<file path="config.mk">
export PLATFORM = sky130hd
export DESIGN_NAME = axi_tlb
export DESIGN_NICKNAME = d
export VERILOG_FILES = /design/src/hdl/tlb_pkg.sv /design/src/hdl/tlb_req_if.sv /design/src/hdl/tlb_cfg_regs.sv /design/src/hdl/tlb_lookup.sv /design/src/hdl/tlb_req_fifo.sv /design/src/hdl/tlb_forward.sv /design/src/hdl/axi_tlb.sv
export SDC_FILE = /design/constraint.sdc
export NUM_CORES = 1
export LEC_CHECK = 0
export BUFFER_PORTS_ARGS = -buffer_cell sky130_fd_sc_hd__buf_4
export CAP_MARGIN = 20
export CORE_AREA = 2 2 265 267
export CTS_CLUSTER_SIZE = 40
export DETAILED_ROUTE_END_ITERATION = 12
export DIE_AREA = 0 0 267 269
export PLACE_DENSITY_LB_ADDON = 0.15
export SYNTH_ARGS = -nofsm -noshare
export SYNTH_HDL_FRONTEND = slang
export SYNTH_SLANG_ARGS = --single-unit
export TNS_END_PERCENT = 10
</file>
<file path="constraint.sdc">
create_clock -name clk_i -period 9.3 [get_ports clk_i]
set_clock_uncertainty 0.15 [all_clocks]
set_input_delay 0.465 -clock clk_i [delete_from_list [all_inputs] [get_ports clk_i]]
set_output_delay 0.465 -clock clk_i [all_outputs]
set_load 0.02 [all_outputs]
</file>
<file path="src/hdl/tlb_pkg.sv">
package tlb_pkg;

  // Bus and page geometry
  localparam int ADDR_W      = 32;
  localparam int DATA_W      = 32;
  localparam int STRB_W      = DATA_W / 8;
  localparam int PAGE_W      = 12;
  localparam int PN_W        = ADDR_W - PAGE_W;
  localparam int NUM_ENTRIES = 4;
  localparam int IDX_W       = $clog2(NUM_ENTRIES);

  // Request buffer between lookup and forwarder
  localparam int FIFO_DEPTH = 2;
  localparam int FIFO_PTR_W = $clog2(FIFO_DEPTH);
  localparam int FIFO_CNT_W = $clog2(FIFO_DEPTH + 1);

  // Configuration map, four words per entry
  localparam int         CFG_ENTRY_STRIDE = 16;
  localparam int         CFG_WORD_LSB     = 2;
  localparam int         CFG_IDX_LSB      = $clog2(CFG_ENTRY_STRIDE);
  localparam logic [1:0] CFG_FIRST_OFS    = 2'd0;
  localparam logic [1:0] CFG_LAST_OFS     = 2'd1;
  localparam logic [1:0] CFG_BASE_OFS     = 2'd2;
  localparam logic [1:0] CFG_FLAGS_OFS    = 2'd3;
  localparam int         CFG_VALID_BIT    = 0;
  localparam int         CFG_RO_BIT       = 1;

  typedef logic [1:0] resp_t;
  localparam resp_t             RESP_OKAY   = 2'b00;
  localparam resp_t             RESP_SLVERR = 2'b10;
  localparam logic [DATA_W-1:0] MISS_RDATA  = 32'hBADC0DE5;

  // One page-range mapping; last_pn is inclusive
  typedef struct packed {
    logic            valid;
    logic            read_only;
    logic [PN_W-1:0] first_pn;
    logic [PN_W-1:0] last_pn;
    logic [PN_W-1:0] base_pn;
  } tlb_entry_t;

  // Looked-up request; addr is translated on a hit, original on a miss
  typedef struct packed {
    logic              is_write;
    logic              hit;
    logic [ADDR_W-1:0] addr;
    logic [DATA_W-1:0] wdata;
    logic [STRB_W-1:0] wstrb;
  } tlb_req_t;

endpackage

</file>
<file path="src/hdl/tlb_req_if.sv">
`timescale 1ns/10ps

interface tlb_req_if import tlb_pkg::*; ();

  logic     valid;
  logic     ready;
  tlb_req_t req;

  // Producer side
  modport push (
    output valid,
    output req,
    input  ready
  );

  // Consumer side
  modport pop (
    input  valid,
    input  req,
    output ready
  );

endinterface

</file>
<file path="src/hdl/tlb_cfg_regs.sv">
`timescale 1ns/10ps

module tlb_cfg_regs import tlb_pkg::*; (
  input  logic              clk_i,
  input  logic              reset_i,
  input  logic [ADDR_W-1:0] cfg_awaddr_i,
  input  logic              cfg_awvalid_i,
  output logic              cfg_awready_o,
  input  logic [DATA_W-1:0] cfg_wdata_i,
  input  logic [STRB_W-1:0] cfg_wstrb_i,
  input  logic              cfg_wvalid_i,
  output logic              cfg_wready_o,
  output resp_t             cfg_bresp_o,
  output logic              cfg_bvalid_o,
  input  logic              cfg_bready_i,
  input  logic [ADDR_W-1:0] cfg_araddr_i,
  input  logic              cfg_arvalid_i,
  output logic              cfg_arready_o,
  output logic [DATA_W-1:0] cfg_rdata_o,
  output resp_t             cfg_rresp_o,
  output logic              cfg_rvalid_o,
  input  logic              cfg_rready_i,
  output tlb_entry_t        entries_o [NUM_ENTRIES]
);

  tlb_entry_t        entries_q [NUM_ENTRIES];
  logic              accept_en_q;
  logic              b_valid_q;
  logic              r_valid_q;
  resp_t             b_resp_q;
  resp_t             r_resp_q;
  logic [DATA_W-1:0] r_data_q;
  logic              wr_hs;
  logic              rd_hs;
  logic [IDX_W-1:0]  wr_idx;
  logic [IDX_W-1:0]  rd_idx;
  logic [1:0]        wr_word;
  logic [1:0]        rd_word;
  logic [DATA_W-1:0] wr_old;
  logic [DATA_W-1:0] wr_merged;

  // Anything above the last entry is outside the map
  function automatic logic in_map(input logic [ADDR_W-1:0] addr);
    return addr[ADDR_W-1:CFG_IDX_LSB+IDX_W] == '0;
  endfunction

  function automatic logic [DATA_W-1:0] entry_word(input tlb_entry_t e, input logic [1:0] sel);
    logic [DATA_W-1:0] w;
    w = '0;
    case (sel)
      CFG_FIRST_OFS: w[PN_W-1:0] = e.first_pn;
      CFG_LAST_OFS:  w[PN_W-1:0] = e.last_pn;
      CFG_BASE_OFS:  w[PN_W-1:0] = e.base_pn;
      default: begin
        w[CFG_VALID_BIT] = e.valid;
        w[CFG_RO_BIT]    = e.read_only;
      end
    endcase
    return w;
  endfunction

  assign wr_idx  = cfg_awaddr_i[CFG_IDX_LSB +: IDX_W];
  assign rd_idx  = cfg_araddr_i[CFG_IDX_LSB +: IDX_W];
  assign wr_word = cfg_awaddr_i[CFG_WORD_LSB +: 2];
  assign rd_word = cfg_araddr_i[CFG_WORD_LSB +: 2];

  // Accept AW and W together, one write in flight
  assign wr_hs         = cfg_awvalid_i & cfg_wvalid_i & ~b_valid_q & accept_en_q;
  assign cfg_awready_o = wr_hs;
  assign cfg_wready_o  = wr_hs;
  assign rd_hs         = cfg_arvalid_i & ~r_valid_q & accept_en_q;
  assign cfg_arready_o = rd_hs;

  // Byte-lane merge of the new data into the current field value
  assign wr_old = entry_word(entries_q[wr_idx], wr_word);
  always_comb begin
    for (int b = 0; b < STRB_W; b++) begin
      wr_merged[8*b +: 8] = cfg_wstrb_i[b] ? cfg_wdata_i[8*b +: 8] : wr_old[8*b +: 8];
    end
  end

  always_ff @(posedge clk_i) begin
    if (reset_i) begin
      accept_en_q <= 1'b0;
      b_valid_q   <= 1'b0;
      r_valid_q   <= 1'b0;
      for (int i = 0; i < NUM_ENTRIES; i++) begin
        entries_q[i] <= '0;
      end
    end else begin
      accept_en_q <= 1'b1;
      if (wr_hs) begin
        b_valid_q <= 1'b1;
        if (in_map(cfg_awaddr_i)) begin
          case (wr_word)
            CFG_FIRST_OFS: entries_q[wr_idx].first_pn <= wr_merged[PN_W-1:0];
            CFG_LAST_OFS:  entries_q[wr_idx].last_pn  <= wr_merged[PN_W-1:0];
            CFG_BASE_OFS:  entries_q[wr_idx].base_pn  <= wr_merged[PN_W-1:0];
            default: begin
              entries_q[wr_idx].valid     <= wr_merged[CFG_VALID_BIT];
              entries_q[wr_idx].read_only <= wr_merged[CFG_RO_BIT];
            end
          endcase
        end
      end else if (cfg_bready_i) begin
        b_valid_q <= 1'b0;
      end
      if (rd_hs) begin
        r_valid_q <= 1'b1;
      end else if (cfg_rready_i) begin
        r_valid_q <= 1'b0;
      end
    end
  end

  // Response payloads
  always_ff @(posedge clk_i) begin
    if (wr_hs) begin
      b_resp_q <= in_map(cfg_awaddr_i) ? RESP_OKAY : RESP_SLVERR;
    end
    if (rd_hs) begin
      r_resp_q <= in_map(cfg_araddr_i) ? RESP_OKAY : RESP_SLVERR;
      r_data_q <= in_map(cfg_araddr_i) ? entry_word(entries_q[rd_idx], rd_word) : '0;
    end
  end

  assign cfg_bvalid_o = b_valid_q;
  assign cfg_bresp_o  = b_resp_q;
  assign cfg_rvalid_o = r_valid_q;
  assign cfg_rresp_o  = r_resp_q;
  assign cfg_rdata_o  = r_data_q;
  assign entries_o    = entries_q;

endmodule

</file>
<file path="src/hdl/tlb_lookup.sv">
`timescale 1ns/10ps

module tlb_lookup import tlb_pkg::*; (
  input  logic              clk_i,
  input  logic              reset_i,
  input  logic [ADDR_W-1:0] slv_awaddr_i,
  input  logic              slv_awvalid_i,
  output logic              slv_awready_o,
  input  logic [DATA_W-1:0] slv_wdata_i,
  input  logic [STRB_W-1:0] slv_wstrb_i,
  input  logic              slv_wvalid_i,
  output logic              slv_wready_o,
  input  logic [ADDR_W-1:0] slv_araddr_i,
  input  logic              slv_arvalid_i,
  output logic              slv_arready_o,
  input  tlb_entry_t        entries_i [NUM_ENTRIES],
  tlb_req_if.push           req_o
);

  logic                   prio_rd_q;
  logic                   wr_req;
  logic                   rd_req;
  logic                   sel_write;
  logic [ADDR_W-1:0]      in_addr;
  logic [PN_W-1:0]        in_pn;
  logic [PN_W-1:0]        xlat_pn;
  logic [NUM_ENTRIES-1:0] match;
  logic [IDX_W-1:0]       hit_idx;
  logic                   hit;
  tlb_req_t               req;

  // A write needs both AW and W present
  assign wr_req    = slv_awvalid_i & slv_wvalid_i;
  assign rd_req    = slv_arvalid_i;
  assign sel_write = wr_req & (~rd_req | ~prio_rd_q);

  assign in_addr = sel_write ? slv_awaddr_i : slv_araddr_i;
  assign in_pn   = in_addr[ADDR_W-1:PAGE_W];

  // Parallel range compare, lowest index wins
  always_comb begin
    hit_idx = '0;
    for (int i = NUM_ENTRIES - 1; i >= 0; i--) begin
      match[i] = entries_i[i].valid &&
                 in_pn >= entries_i[i].first_pn &&
                 in_pn <= entries_i[i].last_pn &&
                 !(sel_write && entries_i[i].read_only);
      if (match[i]) begin
        hit_idx = IDX_W'(i);
      end
    end
  end

  assign hit     = |match;
  assign xlat_pn = entries_i[hit_idx].base_pn + (in_pn - entries_i[hit_idx].first_pn);

  always_comb begin
    req.is_write = sel_write;
    req.hit      = hit;
    req.addr     = hit ? {xlat_pn, in_addr[PAGE_W-1:0]} : in_addr;
    req.wdata    = slv_wdata_i;
    req.wstrb    = slv_wstrb_i;
  end

  // Offered only when the FIFO can take it, so every valid cycle is a transfer
  assign req_o.valid   = (wr_req | rd_req) & req_o.ready;
  assign req_o.req     = req;
  assign slv_awready_o = req_o.ready & sel_write;
  assign slv_wready_o  = req_o.ready & sel_write;
  assign slv_arready_o = req_o.ready & rd_req & ~sel_write;

  // The other direction gets priority after each accepted request
  always_ff @(posedge clk_i) begin
    if (reset_i) begin
      prio_rd_q <= 1'b0;
    end else if (req_o.valid) begin
      prio_rd_q <= sel_write;
    end
  end

endmodule

</file>
<file path="src/hdl/tlb_req_fifo.sv">
`timescale 1ns/10ps

module tlb_req_fifo import tlb_pkg::*; (
  input  logic   clk_i,
  input  logic   reset_i,
  tlb_req_if.pop in_i,
  tlb_req_if.push out_o
);

  tlb_req_t              mem [FIFO_DEPTH];
  logic [FIFO_PTR_W-1:0] wr_ptr_q;
  logic [FIFO_PTR_W-1:0] rd_ptr_q;
  logic [FIFO_CNT_W-1:0] count_q;
  logic                  ready_en_q;
  logic                  full;
  logic                  push;
  logic                  pop;

  function automatic logic [FIFO_PTR_W-1:0] next_ptr(input logic [FIFO_PTR_W-1:0] ptr);
    return (ptr == FIFO_PTR_W'(FIFO_DEPTH - 1)) ? '0 : ptr + 1'b1;
  endfunction

  assign full = (count_q == FIFO_CNT_W'(FIFO_DEPTH));

  // Full FIFO still accepts when the head leaves on the same edge
  assign in_i.ready  = ready_en_q & (~full | out_o.ready);
  assign out_o.valid = (count_q != '0);
  assign out_o.req   = mem[rd_ptr_q];

  assign push = in_i.valid & in_i.ready;
  assign pop  = out_o.valid & out_o.ready;

  always_ff @(posedge clk_i) begin
    if (reset_i) begin
      wr_ptr_q   <= '0;
      rd_ptr_q   <= '0;
      count_q    <= '0;
      ready_en_q <= 1'b0;
    end else begin
      ready_en_q <= 1'b1;
      if (push) begin
        wr_ptr_q <= next_ptr(wr_ptr_q);
      end
      if (pop) begin
        rd_ptr_q <= next_ptr(rd_ptr_q);
      end
      case ({push, pop})
        2'b10:   count_q <= count_q + 1'b1;
        2'b01:   count_q <= count_q - 1'b1;
        default: count_q <= count_q;
      endcase
    end
  end

  always_ff @(posedge clk_i) begin
    if (push) begin
      mem[wr_ptr_q] <= in_i.req;
    end
  end

endmodule

</file>
<file path="src/hdl/tlb_forward.sv">
`timescale 1ns/10ps

module tlb_forward import tlb_pkg::*; (
  input  logic              clk_i,
  input  logic              reset_i,
  tlb_req_if.pop            req_i,
  output logic [ADDR_W-1:0] mst_awaddr_o,
  output logic              mst_awvalid_o,
  input  logic              mst_awready_i,
  output logic [DATA_W-1:0] mst_wdata_o,
  output logic [STRB_W-1:0] mst_wstrb_o,
  output logic              mst_wvalid_o,
  input  logic              mst_wready_i,
  input  resp_t             mst_bresp_i,
  input  logic              mst_bvalid_i,
  output logic              mst_bready_o,
  output logic [ADDR_W-1:0] mst_araddr_o,
  output logic              mst_arvalid_o,
  input  logic              mst_arready_i,
  input  logic [DATA_W-1:0] mst_rdata_i,
  input  resp_t             mst_rresp_i,
  input  logic              mst_rvalid_i,
  output logic              mst_rready_o,
  output resp_t             slv_bresp_o,
  output logic              slv_bvalid_o,
  input  logic              slv_bready_i,
  output logic [DATA_W-1:0] slv_rdata_o,
  output resp_t             slv_rresp_o,
  output logic              slv_rvalid_o,
  input  logic              slv_rready_i
);

  typedef enum logic [1:0] {
    S_IDLE,
    S_ADDR,
    S_WAIT,
    S_RESP
  } state_e;

  state_e            state_q;
  tlb_req_t          cur_q;
  logic              aw_valid_q;
  logic              w_valid_q;
  logic              ar_valid_q;
  logic              b_valid_q;
  logic              r_valid_q;
  resp_t             b_resp_q;
  resp_t             r_resp_q;
  logic [DATA_W-1:0] r_data_q;
  logic              pop;
  logic              aw_left;
  logic              w_left;
  logic              ar_left;
  logic              b_hs;
  logic              r_hs;

  assign req_i.ready = (state_q == S_IDLE);
  assign pop         = req_i.valid & req_i.ready;

  // Channels still waiting for their handshake
  assign aw_left = aw_valid_q & ~mst_awready_i;
  assign w_left  = w_valid_q & ~mst_wready_i;
  assign ar_left = ar_valid_q & ~mst_arready_i;

  assign mst_bready_o = (state_q == S_WAIT) & cur_q.is_write;
  assign mst_rready_o = (state_q == S_WAIT) & ~cur_q.is_write;
  assign b_hs         = mst_bvalid_i & mst_bready_o;
  assign r_hs         = mst_rvalid_i & mst_rready_o;

  always_ff @(posedge clk_i) begin
    if (reset_i) begin
      state_q    <= S_IDLE;
      aw_valid_q <= 1'b0;
      w_valid_q  <= 1'b0;
      ar_valid_q <= 1'b0;
      b_valid_q  <= 1'b0;
      r_valid_q  <= 1'b0;
    end else begin
      case (state_q)
        S_IDLE: begin
          if (pop && req_i.req.hit) begin
            aw_valid_q <= req_i.req.is_write;
            w_valid_q  <= req_i.req.is_write;
            ar_valid_q <= ~req_i.req.is_write;
            state_q    <= S_ADDR;
          end else if (pop) begin
            // Miss goes straight back as an error
            b_valid_q <= req_i.req.is_write;
            r_valid_q <= ~req_i.req.is_write;
            state_q   <= S_RESP;
          end
        end
        S_ADDR: begin
          aw_valid_q <= aw_left;
          w_valid_q  <= w_left;
          ar_valid_q <= ar_left;
          if (!(aw_left || w_left || ar_left)) begin
            state_q <= S_WAIT;
          end
        end
        S_WAIT: begin
          if (b_hs || r_hs) begin
            b_valid_q <= b_hs;
            r_valid_q <= r_hs;
            state_q   <= S_RESP;
          end
        end
        default: begin
          if ((b_valid_q && slv_bready_i) || (r_valid_q && slv_rready_i)) begin
            b_valid_q <= 1'b0;
            r_valid_q <= 1'b0;
            state_q   <= S_IDLE;
          end
        end
      endcase
    end
  end

  // Request and response payloads; error values preloaded for misses
  always_ff @(posedge clk_i) begin
    if (pop) begin
      cur_q    <= req_i.req;
      b_resp_q <= RESP_SLVERR;
      r_resp_q <= RESP_SLVERR;
      r_data_q <= MISS_RDATA;
    end
    if (b_hs) begin
      b_resp_q <= mst_bresp_i;
    end
    if (r_hs) begin
      r_resp_q <= mst_rresp_i;
      r_data_q <= mst_rdata_i;
    end
  end

  assign mst_awaddr_o  = cur_q.addr;
  assign mst_awvalid_o = aw_valid_q;
  assign mst_wdata_o   = cur_q.wdata;
  assign mst_wstrb_o   = cur_q.wstrb;
  assign mst_wvalid_o  = w_valid_q;
  assign mst_araddr_o  = cur_q.addr;
  assign mst_arvalid_o = ar_valid_q;
  assign slv_bresp_o   = b_resp_q;
  assign slv_bvalid_o  = b_valid_q;
  assign slv_rdata_o   = r_data_q;
  assign slv_rresp_o   = r_resp_q;
  assign slv_rvalid_o  = r_valid_q;

endmodule

</file>
<file path="src/hdl/axi_tlb.sv">
`timescale 1ns/10ps

module axi_tlb import tlb_pkg::*; (
  input  logic              clk_i,
  input  logic              reset_i,
  // Main subordinate port
  input  logic [ADDR_W-1:0] slv_awaddr_i,
  input  logic              slv_awvalid_i,
  output logic              slv_awready_o,
  input  logic [DATA_W-1:0] slv_wdata_i,
  input  logic [STRB_W-1:0] slv_wstrb_i,
  input  logic              slv_wvalid_i,
  output logic              slv_wready_o,
  output resp_t             slv_bresp_o,
  output logic              slv_bvalid_o,
  input  logic              slv_bready_i,
  input  logic [ADDR_W-1:0] slv_araddr_i,
  input  logic              slv_arvalid_i,
  output logic              slv_arready_o,
  output logic [DATA_W-1:0] slv_rdata_o,
  output resp_t             slv_rresp_o,
  output logic              slv_rvalid_o,
  input  logic              slv_rready_i,
  // Main manager port
  output logic [ADDR_W-1:0] mst_awaddr_o,
  output logic              mst_awvalid_o,
  input  logic              mst_awready_i,
  output logic [DATA_W-1:0] mst_wdata_o,
  output logic [STRB_W-1:0] mst_wstrb_o,
  output logic              mst_wvalid_o,
  input  logic              mst_wready_i,
  input  resp_t             mst_bresp_i,
  input  logic              mst_bvalid_i,
  output logic              mst_bready_o,
  output logic [ADDR_W-1:0] mst_araddr_o,
  output logic              mst_arvalid_o,
  input  logic              mst_arready_i,
  input  logic [DATA_W-1:0] mst_rdata_i,
  input  resp_t             mst_rresp_i,
  input  logic              mst_rvalid_i,
  output logic              mst_rready_o,
  // Configuration port
  input  logic [ADDR_W-1:0] cfg_awaddr_i,
  input  logic              cfg_awvalid_i,
  output logic              cfg_awready_o,
  input  logic [DATA_W-1:0] cfg_wdata_i,
  input  logic [STRB_W-1:0] cfg_wstrb_i,
  input  logic              cfg_wvalid_i,
  output logic              cfg_wready_o,
  output resp_t             cfg_bresp_o,
  output logic              cfg_bvalid_o,
  input  logic              cfg_bready_i,
  input  logic [ADDR_W-1:0] cfg_araddr_i,
  input  logic              cfg_arvalid_i,
  output logic              cfg_arready_o,
  output logic [DATA_W-1:0] cfg_rdata_o,
  output resp_t             cfg_rresp_o,
  output logic              cfg_rvalid_o,
  input  logic              cfg_rready_i
);

  tlb_entry_t entries [NUM_ENTRIES];

  // Lookup results into the FIFO, FIFO head into the forwarder
  tlb_req_if lookup_req ();
  tlb_req_if fwd_req ();

  tlb_cfg_regs u_cfg (
    .*,
    .entries_o (entries)
  );

  tlb_lookup u_lookup (
    .*,
    .entries_i (entries),
    .req_o     (lookup_req)
  );

  tlb_req_fifo u_fifo (
    .clk_i   (clk_i),
    .reset_i (reset_i),
    .in_i    (lookup_req),
    .out_o   (fwd_req)
  );

  tlb_forward u_forward (
    .*,
    .req_i (fwd_req)
  );

endmodule

</file>
==> impl_metrics.csv, run 1 <==
group,metric,value,unit
synth,synth_area_per_cell,10.0,um^2
drt,drc,0,
setup_path,crit_top_cell,"nand2_1",
sta,min_period,8390,ps
clock_network,htreeDepth,2,
synth,synth_cells,3062,
placed_design,globalplace.congestion,0.926,
synth,ys_warn_count,0,
synth,syn_area,0.0307,mm^2
synth,ys.flop_type,"edfxtp_1",
setup_path,cp_max_fo,31,
sta,tightestPinTransition,1210,ps
synth,synth_common_cells,"613 x nand2_1, 295 x a21oi_1, 267 x edfxtp_1",
grt,grt_max_degree,105,
setup_path,max_stage_delay,540,ps
sta,fin_setup_tns,0,ps
setup_path,endpoint_kind,"flop",
grt,grt_util_all_layers,26.8,%
synth,yosys.area_share.simple,13.1,%
grt,grt_overflow,0,
sta,setup_viol,0,
floorplan,die_y,269,um
power,powerDensity,187,mW/mm^2
sta,fmax,119,MHz
clock_network,cts_tree,"yes",
final_layout,diodes,0,
setup_path,cp_slowest_cell,"mux2i_1",
floorplan,coreArea,0.0693,mm^2
run,cap_violations,0,
drt,drt_iter0_drc,2023,
synth,synth_top_family_by_area,"multiplexers",
drt,wirelength,99000,um
worst_hold_path,hp-class,"primary input to flop",
run_status,status,"finished clean",
final_layout,syn2layout_area_growth,21.4,%
floorplan,rows,97,
synth,synthMuxAreaShare,16.4,%
power,ir_drop,0.124,mV
placed_design,placed_area,0.0341,mm^2
synth,synth_compound_area_share,9.78,%
drt,drt_pass1_iterations,6,
final_layout,multi_input_area,0.0151,mm^2
setup_path,cp.arrival,8620,ps
placed_design,numPortBuffers,408,
grt,grt_pass1_wl,145000,um
synth,synth_edf_count,267,
final_layout,nNetsFinal,3882,
synth,yosys-top-cells-area,"edfxtp_1 26%, dfxtp_1 17%, mux4_2 9.5%",
sta,finalCritPeriodShare,90.2,%
drt,num_vias,24500,
floorplan,ioPinCount,440,
sta,slew_violations,0,
clock_network,numCtsBuffers,61,
floorplan,die_x,267,um
synth,synth_fa_ha_area_share,8.78,%
final_layout,stdcell_area,0.0373,mm^2
sta,rsz0062_at_grt,"false",
grt,antenna_found_initial,1,
synth,yosys.area.top_type,"edfxtp_1",
setup_path,crit_type,"flop to flop",
synth,ys_seq_area_share,43.3,%
sta,slew_headroom,19.4,%
synth,synth.most_common_cell,"nand2_1",
clock_network,clkTransAtPathRegs,60,ps
clock_network,ctsLongestPathBuffers,3,
final_layout,fillers,6035,
setup_path,cp.required,9530,ps
power,power.leakage,13.9,nW
grt,grt_pass1_vias,24100,
synth,async_flop_share,0,%
final_layout,regArea,0.0133,mm^2
clock_network,cts.sinks,531,
synth,yosysTopAreaCellShare,26.1,%
clock_network,cts_root_buf,"clkbuf_16",
floorplan,start_util,44.3,%
clock_network,insertion_delay,650,ps
synth,ys_ff_latch,531,
synth,synth-xor-area-share,0.754,%
placed_design,hpwl,70100,um
final_layout,drive_gt1_share,23.8,%
floorplan,dieArea,0.0718,mm^2
clock_network,postCtsSetupBuffers,0,
drt,drtAntennaViolNets,0,
sta,finalHoldViolations,0,
synth,synth_cell_type_count,74,
drt,vias_per_cell,5.54,
drt,wire_per_inst,22.4,um
setup_path,cp-start-kind,"flop",
-- kinds of logic after synthesis --
family / Yosys count
AO/OA/AOI/OAI: 521
multiplexers: 330
flip-flops: 531
buffers and inverters: 515
other: 1
XOR/XNOR: 24
AND/OR/NAND/NOR: 936
adder cells (fa/ha/maj): 204
-- power breakdown --
part | leakage [nW] | switching (mW) | total [mW] | internal, mW
Sequential | 4.54 | 0.158 | 2.93 | 2.78
Combinational | 8.38 | 0.880 | 1.55 | 0.667
Clock | 1.01 | 1.02 | 2.50 | 1.48
Total | 13.9 | 2.06 | 6.98 | 4.93
-- path summary, 6_finish.rpt --
check,slack (ps),from,cells past startpoint,end
max reg2reg,910,u_lookup.prio_rd_q$_SDFFE_PP0P_,30,u_fifo.mem[0][67]$_DFFE_PP_
min,50,mst_arready_i,4,u_forward.mst_arvalid_o$_SDFFE_PP0P_
max,910,u_lookup.prio_rd_q$_SDFFE_PP0P_,30,u_fifo.mem[0][67]$_DFFE_PP_
min reg2reg,330,flop,2,flop
-- worst max-delay path: cells and delay by family, from the launching register on --
kind | cells | cell delay (ps)
xor+xnor | 2 | 510
flops | 1 | 340
fa+ha+maj | 3 | 1280
compound gates | 8 | 2130
mux | 2 | 650
simple gates | 10 | 1910
buf+inv | 5 | 1080
-- final cells by class --
cell class	instances	area share (%)
clock inverter	34	1.14
timing repair buffer	583	12.8
multi-input combinational	2029	40.5
clock buffer	80	4.45
tap	940	3.15
sequential	531	35.7
inverter	219	2.20
-- what timing repair did --
action | in CTS | in global routing
resized for setup | 0 | 0
hold buffers | 100 | 0
hold endpoints to repair | 135 | 0
-- per-stage QoR --
step / std cells / util, % / setup WS (ps) / total power, mW / hold WS, ps
2_1_floorplan: 3075 / - / 1760 / 4.05 / 303
3_3_place_gp: 4193 / 49.0 / 823 / 4.47 / 311
3_5_place_dp: 4199 / 49.2 / 798 / 4.50 / 329
4_1_cts: 4413 / 53.7 / 984 / 7.04 / 7.67
5_1_grt: 4416 / 53.8 / 561 / 7.27 / 93.5
6_report: 4416 / 53.8 / 912 / 6.98 / 45.9
-- routing by layer --
layer,GRT usage [%],routed length [um],up-vias
li1,-,-,11400
met1,32.5,37900,11800
met2,46.8,49400,998
met3,3.93,6740,213
met4,13.4,4920,2
met5,0,13,-
-- cells in the final DEF, fill, tap and decap left out, drive strengths merged, types with 28 or more instances in the layout --
| cell type | synthesis | routed |
|---|---|---|
| a21oi | 296 | 296 |
| buf | 157 | 483 |
| clkbuf | 139 | 80 |
| dfxtp | 264 | 264 |
| dlygate4sd3 | 0 | 100 |
| edfxtp | 267 | 267 |
| ha | 185 | 185 |
| inv | 217 | 225 |
| mux2 | 100 | 100 |
| mux2i | 101 | 101 |
| mux4 | 129 | 129 |
| nand2 | 613 | 613 |
| nand2b | 32 | 32 |
| nand3 | 28 | 28 |
| nand4 | 28 | 28 |
| nor2 | 107 | 107 |
| nor3 | 37 | 37 |
| o21ai | 75 | 75 |
| o22ai | 37 | 37 |
Note: power is estimated with default switching activity, not from simulation.
==> run 2, diff against run 1 <==
--- a/config.mk
+++ b/config.mk
@@ -6,11 +6,12 @@
 export NUM_CORES = 1
 export LEC_CHECK = 0
 export BUFFER_PORTS_ARGS = -buffer_cell sky130_fd_sc_hd__buf_4
-export CAP_MARGIN = 20
-export CORE_AREA = 2 2 265 267
+export CELL_PAD_IN_SITES_DETAIL_PLACEMENT = 0
+export CELL_PAD_IN_SITES_GLOBAL_PLACEMENT = 2
+export CORE_AREA = 2 2 292 294
 export CTS_CLUSTER_SIZE = 40
 export DETAILED_ROUTE_END_ITERATION = 12
-export DIE_AREA = 0 0 267 269
+export DIE_AREA = 0 0 294 296
 export PLACE_DENSITY_LB_ADDON = 0.15
 export SYNTH_ARGS = -nofsm -noshare
 export SYNTH_HDL_FRONTEND = slang
==> impl_metrics.csv, run 2 (same netlist as run 1, synthesis figures left out) <==
group,metric,value,unit
placed_design,globalplace.congestion,0.879,
floorplan,start_util,36.5,%
setup_path,cp-start-kind,"flop",
clock_network,ctsLongestPathBuffers,3,
power,swShare,30.0,%
drt,drt_iter0_drc,1409,
floorplan,ioPinCount,440,
sta,slew_headroom,14.1,%
clock_network,numCtsBuffers,61,
clock_network,clkTransAtPathRegs,60,ps
setup_path,cp_slowest_cell,"or4_4",
placed_design,post-place-ws,469,ps
sta,finalHoldViolations,0,
drt,num_vias,24000,
placed_design,numPortBuffers,408,
power,powerDensity,185,mW/mm^2
power,p_int,4.84,mW
final_layout,syn2layout_area_growth,21.6,%
worst_hold_path,hp-class,"primary input to flop",
final_layout,drive_gt1_share,23.8,%
setup_path,crit_type,"flop to flop",
drt,drc,0,
floorplan,die_y,296,um
placed_design,hpwl,73900,um
run_status,status,"finished clean",
power,ir_drop,0.159,mV
sta,setup_viol,0,
final_layout,final_common_cell,"nand2_1",
clock_network,cts_tree,"yes",
setup_path,cp.required,9540,ps
drt,vias_per_cell,5.25,
setup_path,cp.arrival,8790,ps
clock_network,cts_root_buf,"clkbuf_16",
sta,fmax,117,MHz
clock_network,postCtsSetupBuffers,0,
grt,grt_overflow,0,
grt,grt_pass1_vias,24100,
sta,rsz0062_at_grt,"false",
sta,finalCritPeriodShare,91.9,%
drt,wire_per_inst,22.9,um
sta,min_period,8550,ps
setup_path,max_stage_delay,580,ps
drt,wirelength,105000,um
sta,fin_setup_tns,0,ps
floorplan,dieArea,0.0870,mm^2
final_layout,nNetsFinal,3882,
setup_path,endpoint_kind,"flop",
sta,slew_violations,0,
power,combPwrFrac,22.4,%
clock_network,cts.sinks,531,
floorplan,coreArea,0.0842,mm^2
sta,setup_slack,751,ps
drt,drtAntennaViolNets,0,
clock_network,cts_resized,0,
grt,antenna_found_initial,0,
clock_network,htreeDepth,2,
clock_network,insertion_delay,670,ps
final_layout,fillers,7985,
setup_path,crit_top_cell,"nand2_1",
run,cap_violations,0,
setup_path,regToRegSetupSlack,750,ps
final_layout,layout_common_cells,"613 x nand2_1, 477 x buf_4, 295 x a21oi_1, 267 x edfxtp_1, 263 x dfxtp_1",
drt,drt_pass1_iterations,5,
grt,grt_util_all_layers,23.4,%
grt,grt_max_degree,123,
power,power_frac_clock,35.3,%
power,p_sw,2.08,mW
floorplan,die_x,294,um
grt,grt_pass1_wl,152000,um
setup_path,crit_family,"compound AO/OA/AOI/OAI gates",
power,seqPwrFrac,42.4,%
setup_path,cp_max_fo,46,
sta,tightestPinTransition,1290,ps
floorplan,rows,107,
power,power.leakage,13.9,nW
setup_path,crit_buf_inv,4,
==> run 2: path summary, 6_finish.rpt <==
| check | startpoint | end | depth (start not counted) |
|---|---|---|---|
| max | u_lookup.prio_rd_q$_SDFFE_PP0P_ | u_fifo.mem[0][67]$_DFFE_PP_ | 31 |
| min | mst_bvalid_i | u_forward.slv_bresp_o[1]$_SDFFCE_PN1P_ | 3 |
| max reg2reg | u_lookup.prio_rd_q$_SDFFE_PP0P_ | u_fifo.mem[0][67]$_DFFE_PP_ | 31 |
| min reg2reg | flop | flop | 2 |
==> run 2: worst reg2reg max path: cells and delay by family, from the launching register on <==
kind | cells | cell delay (ps)
XOR/XNOR | 2 | 510
adder cells (fa/ha/maj) | 3 | 1170
multiplexers | 2 | 670
flip-flops | 1 | 310
buffers and inverters | 4 | 1070
AND/OR/NAND/NOR | 9 | 1650
AO/OA/AOI/OAI | 11 | 2720
==> run 2: what timing repair did <==
item,in CTS,in global routing
setup endpoints to repair,0,0
hold buffers,102,0
hold endpoints to repair,137,0
==> run 2: cell type report <==
| class | instances | area [um^2] | area share, % |
|---|---|---|---|
| Multi-Input combinational cell | 2029 | 15100 | 40.5 |
| Sequential cell | 531 | 13300 | 35.7 |
| Timing Repair Buffer | 583 | 4680 | 12.5 |
| Clock buffer | 85 | 1710 | 4.58 |
| Tap cell | 1090 | 1360 | 3.65 |
| Inverter | 219 | 822 | 2.20 |
| Clock inverter | 30 | 333 | 0.892 |
| Antenna cell | 1 | 2.50 | 0.00670 |
==> run 2: power by group through the flow <==
stage	combinational, mW	clock, mW	sequential [mW]
final	1.55	2.44	2.93
after global routing	1.68	2.59	2.96
after CTS	1.57	2.50	2.94
after detailed placement	1.52	0	2.99
after global placement	1.51	0	2.98
after floorplan	1.11	0	2.94
==> run 2: metrics by stage <==
stage | total power [mW] | instance area, um^2 | utilization, % | hold WS (ps) | cells
after floorplan | 4.05 | 30700 | - | 303 | 3075
after global placement | 4.50 | 34300 | 40.7 | 313 | 4350
after detailed placement | 4.51 | 34300 | 40.7 | 326 | 4350
after CTS | 7.01 | 37300 | 44.3 | 18.1 | 4567
after global routing | 7.24 | 37300 | 44.3 | 75.4 | 4567
final | 6.92 | 37300 | 44.3 | 77.9 | 4568
==> run 2: metal layers <==
layer / share of wire, % / up-vias / wire length [um] / track usage [%]
li1: - / 11400 / - / -
met1: 41 / 11700 / 42600 / 28.7
met2: 50 / 722 / 51900 / 40.8
met3: 5.0 / 160 / 5260 / 3.17
met4: 4.6 / 0 / 4760 / 10.5
met5: 0 / - / 0 / 0
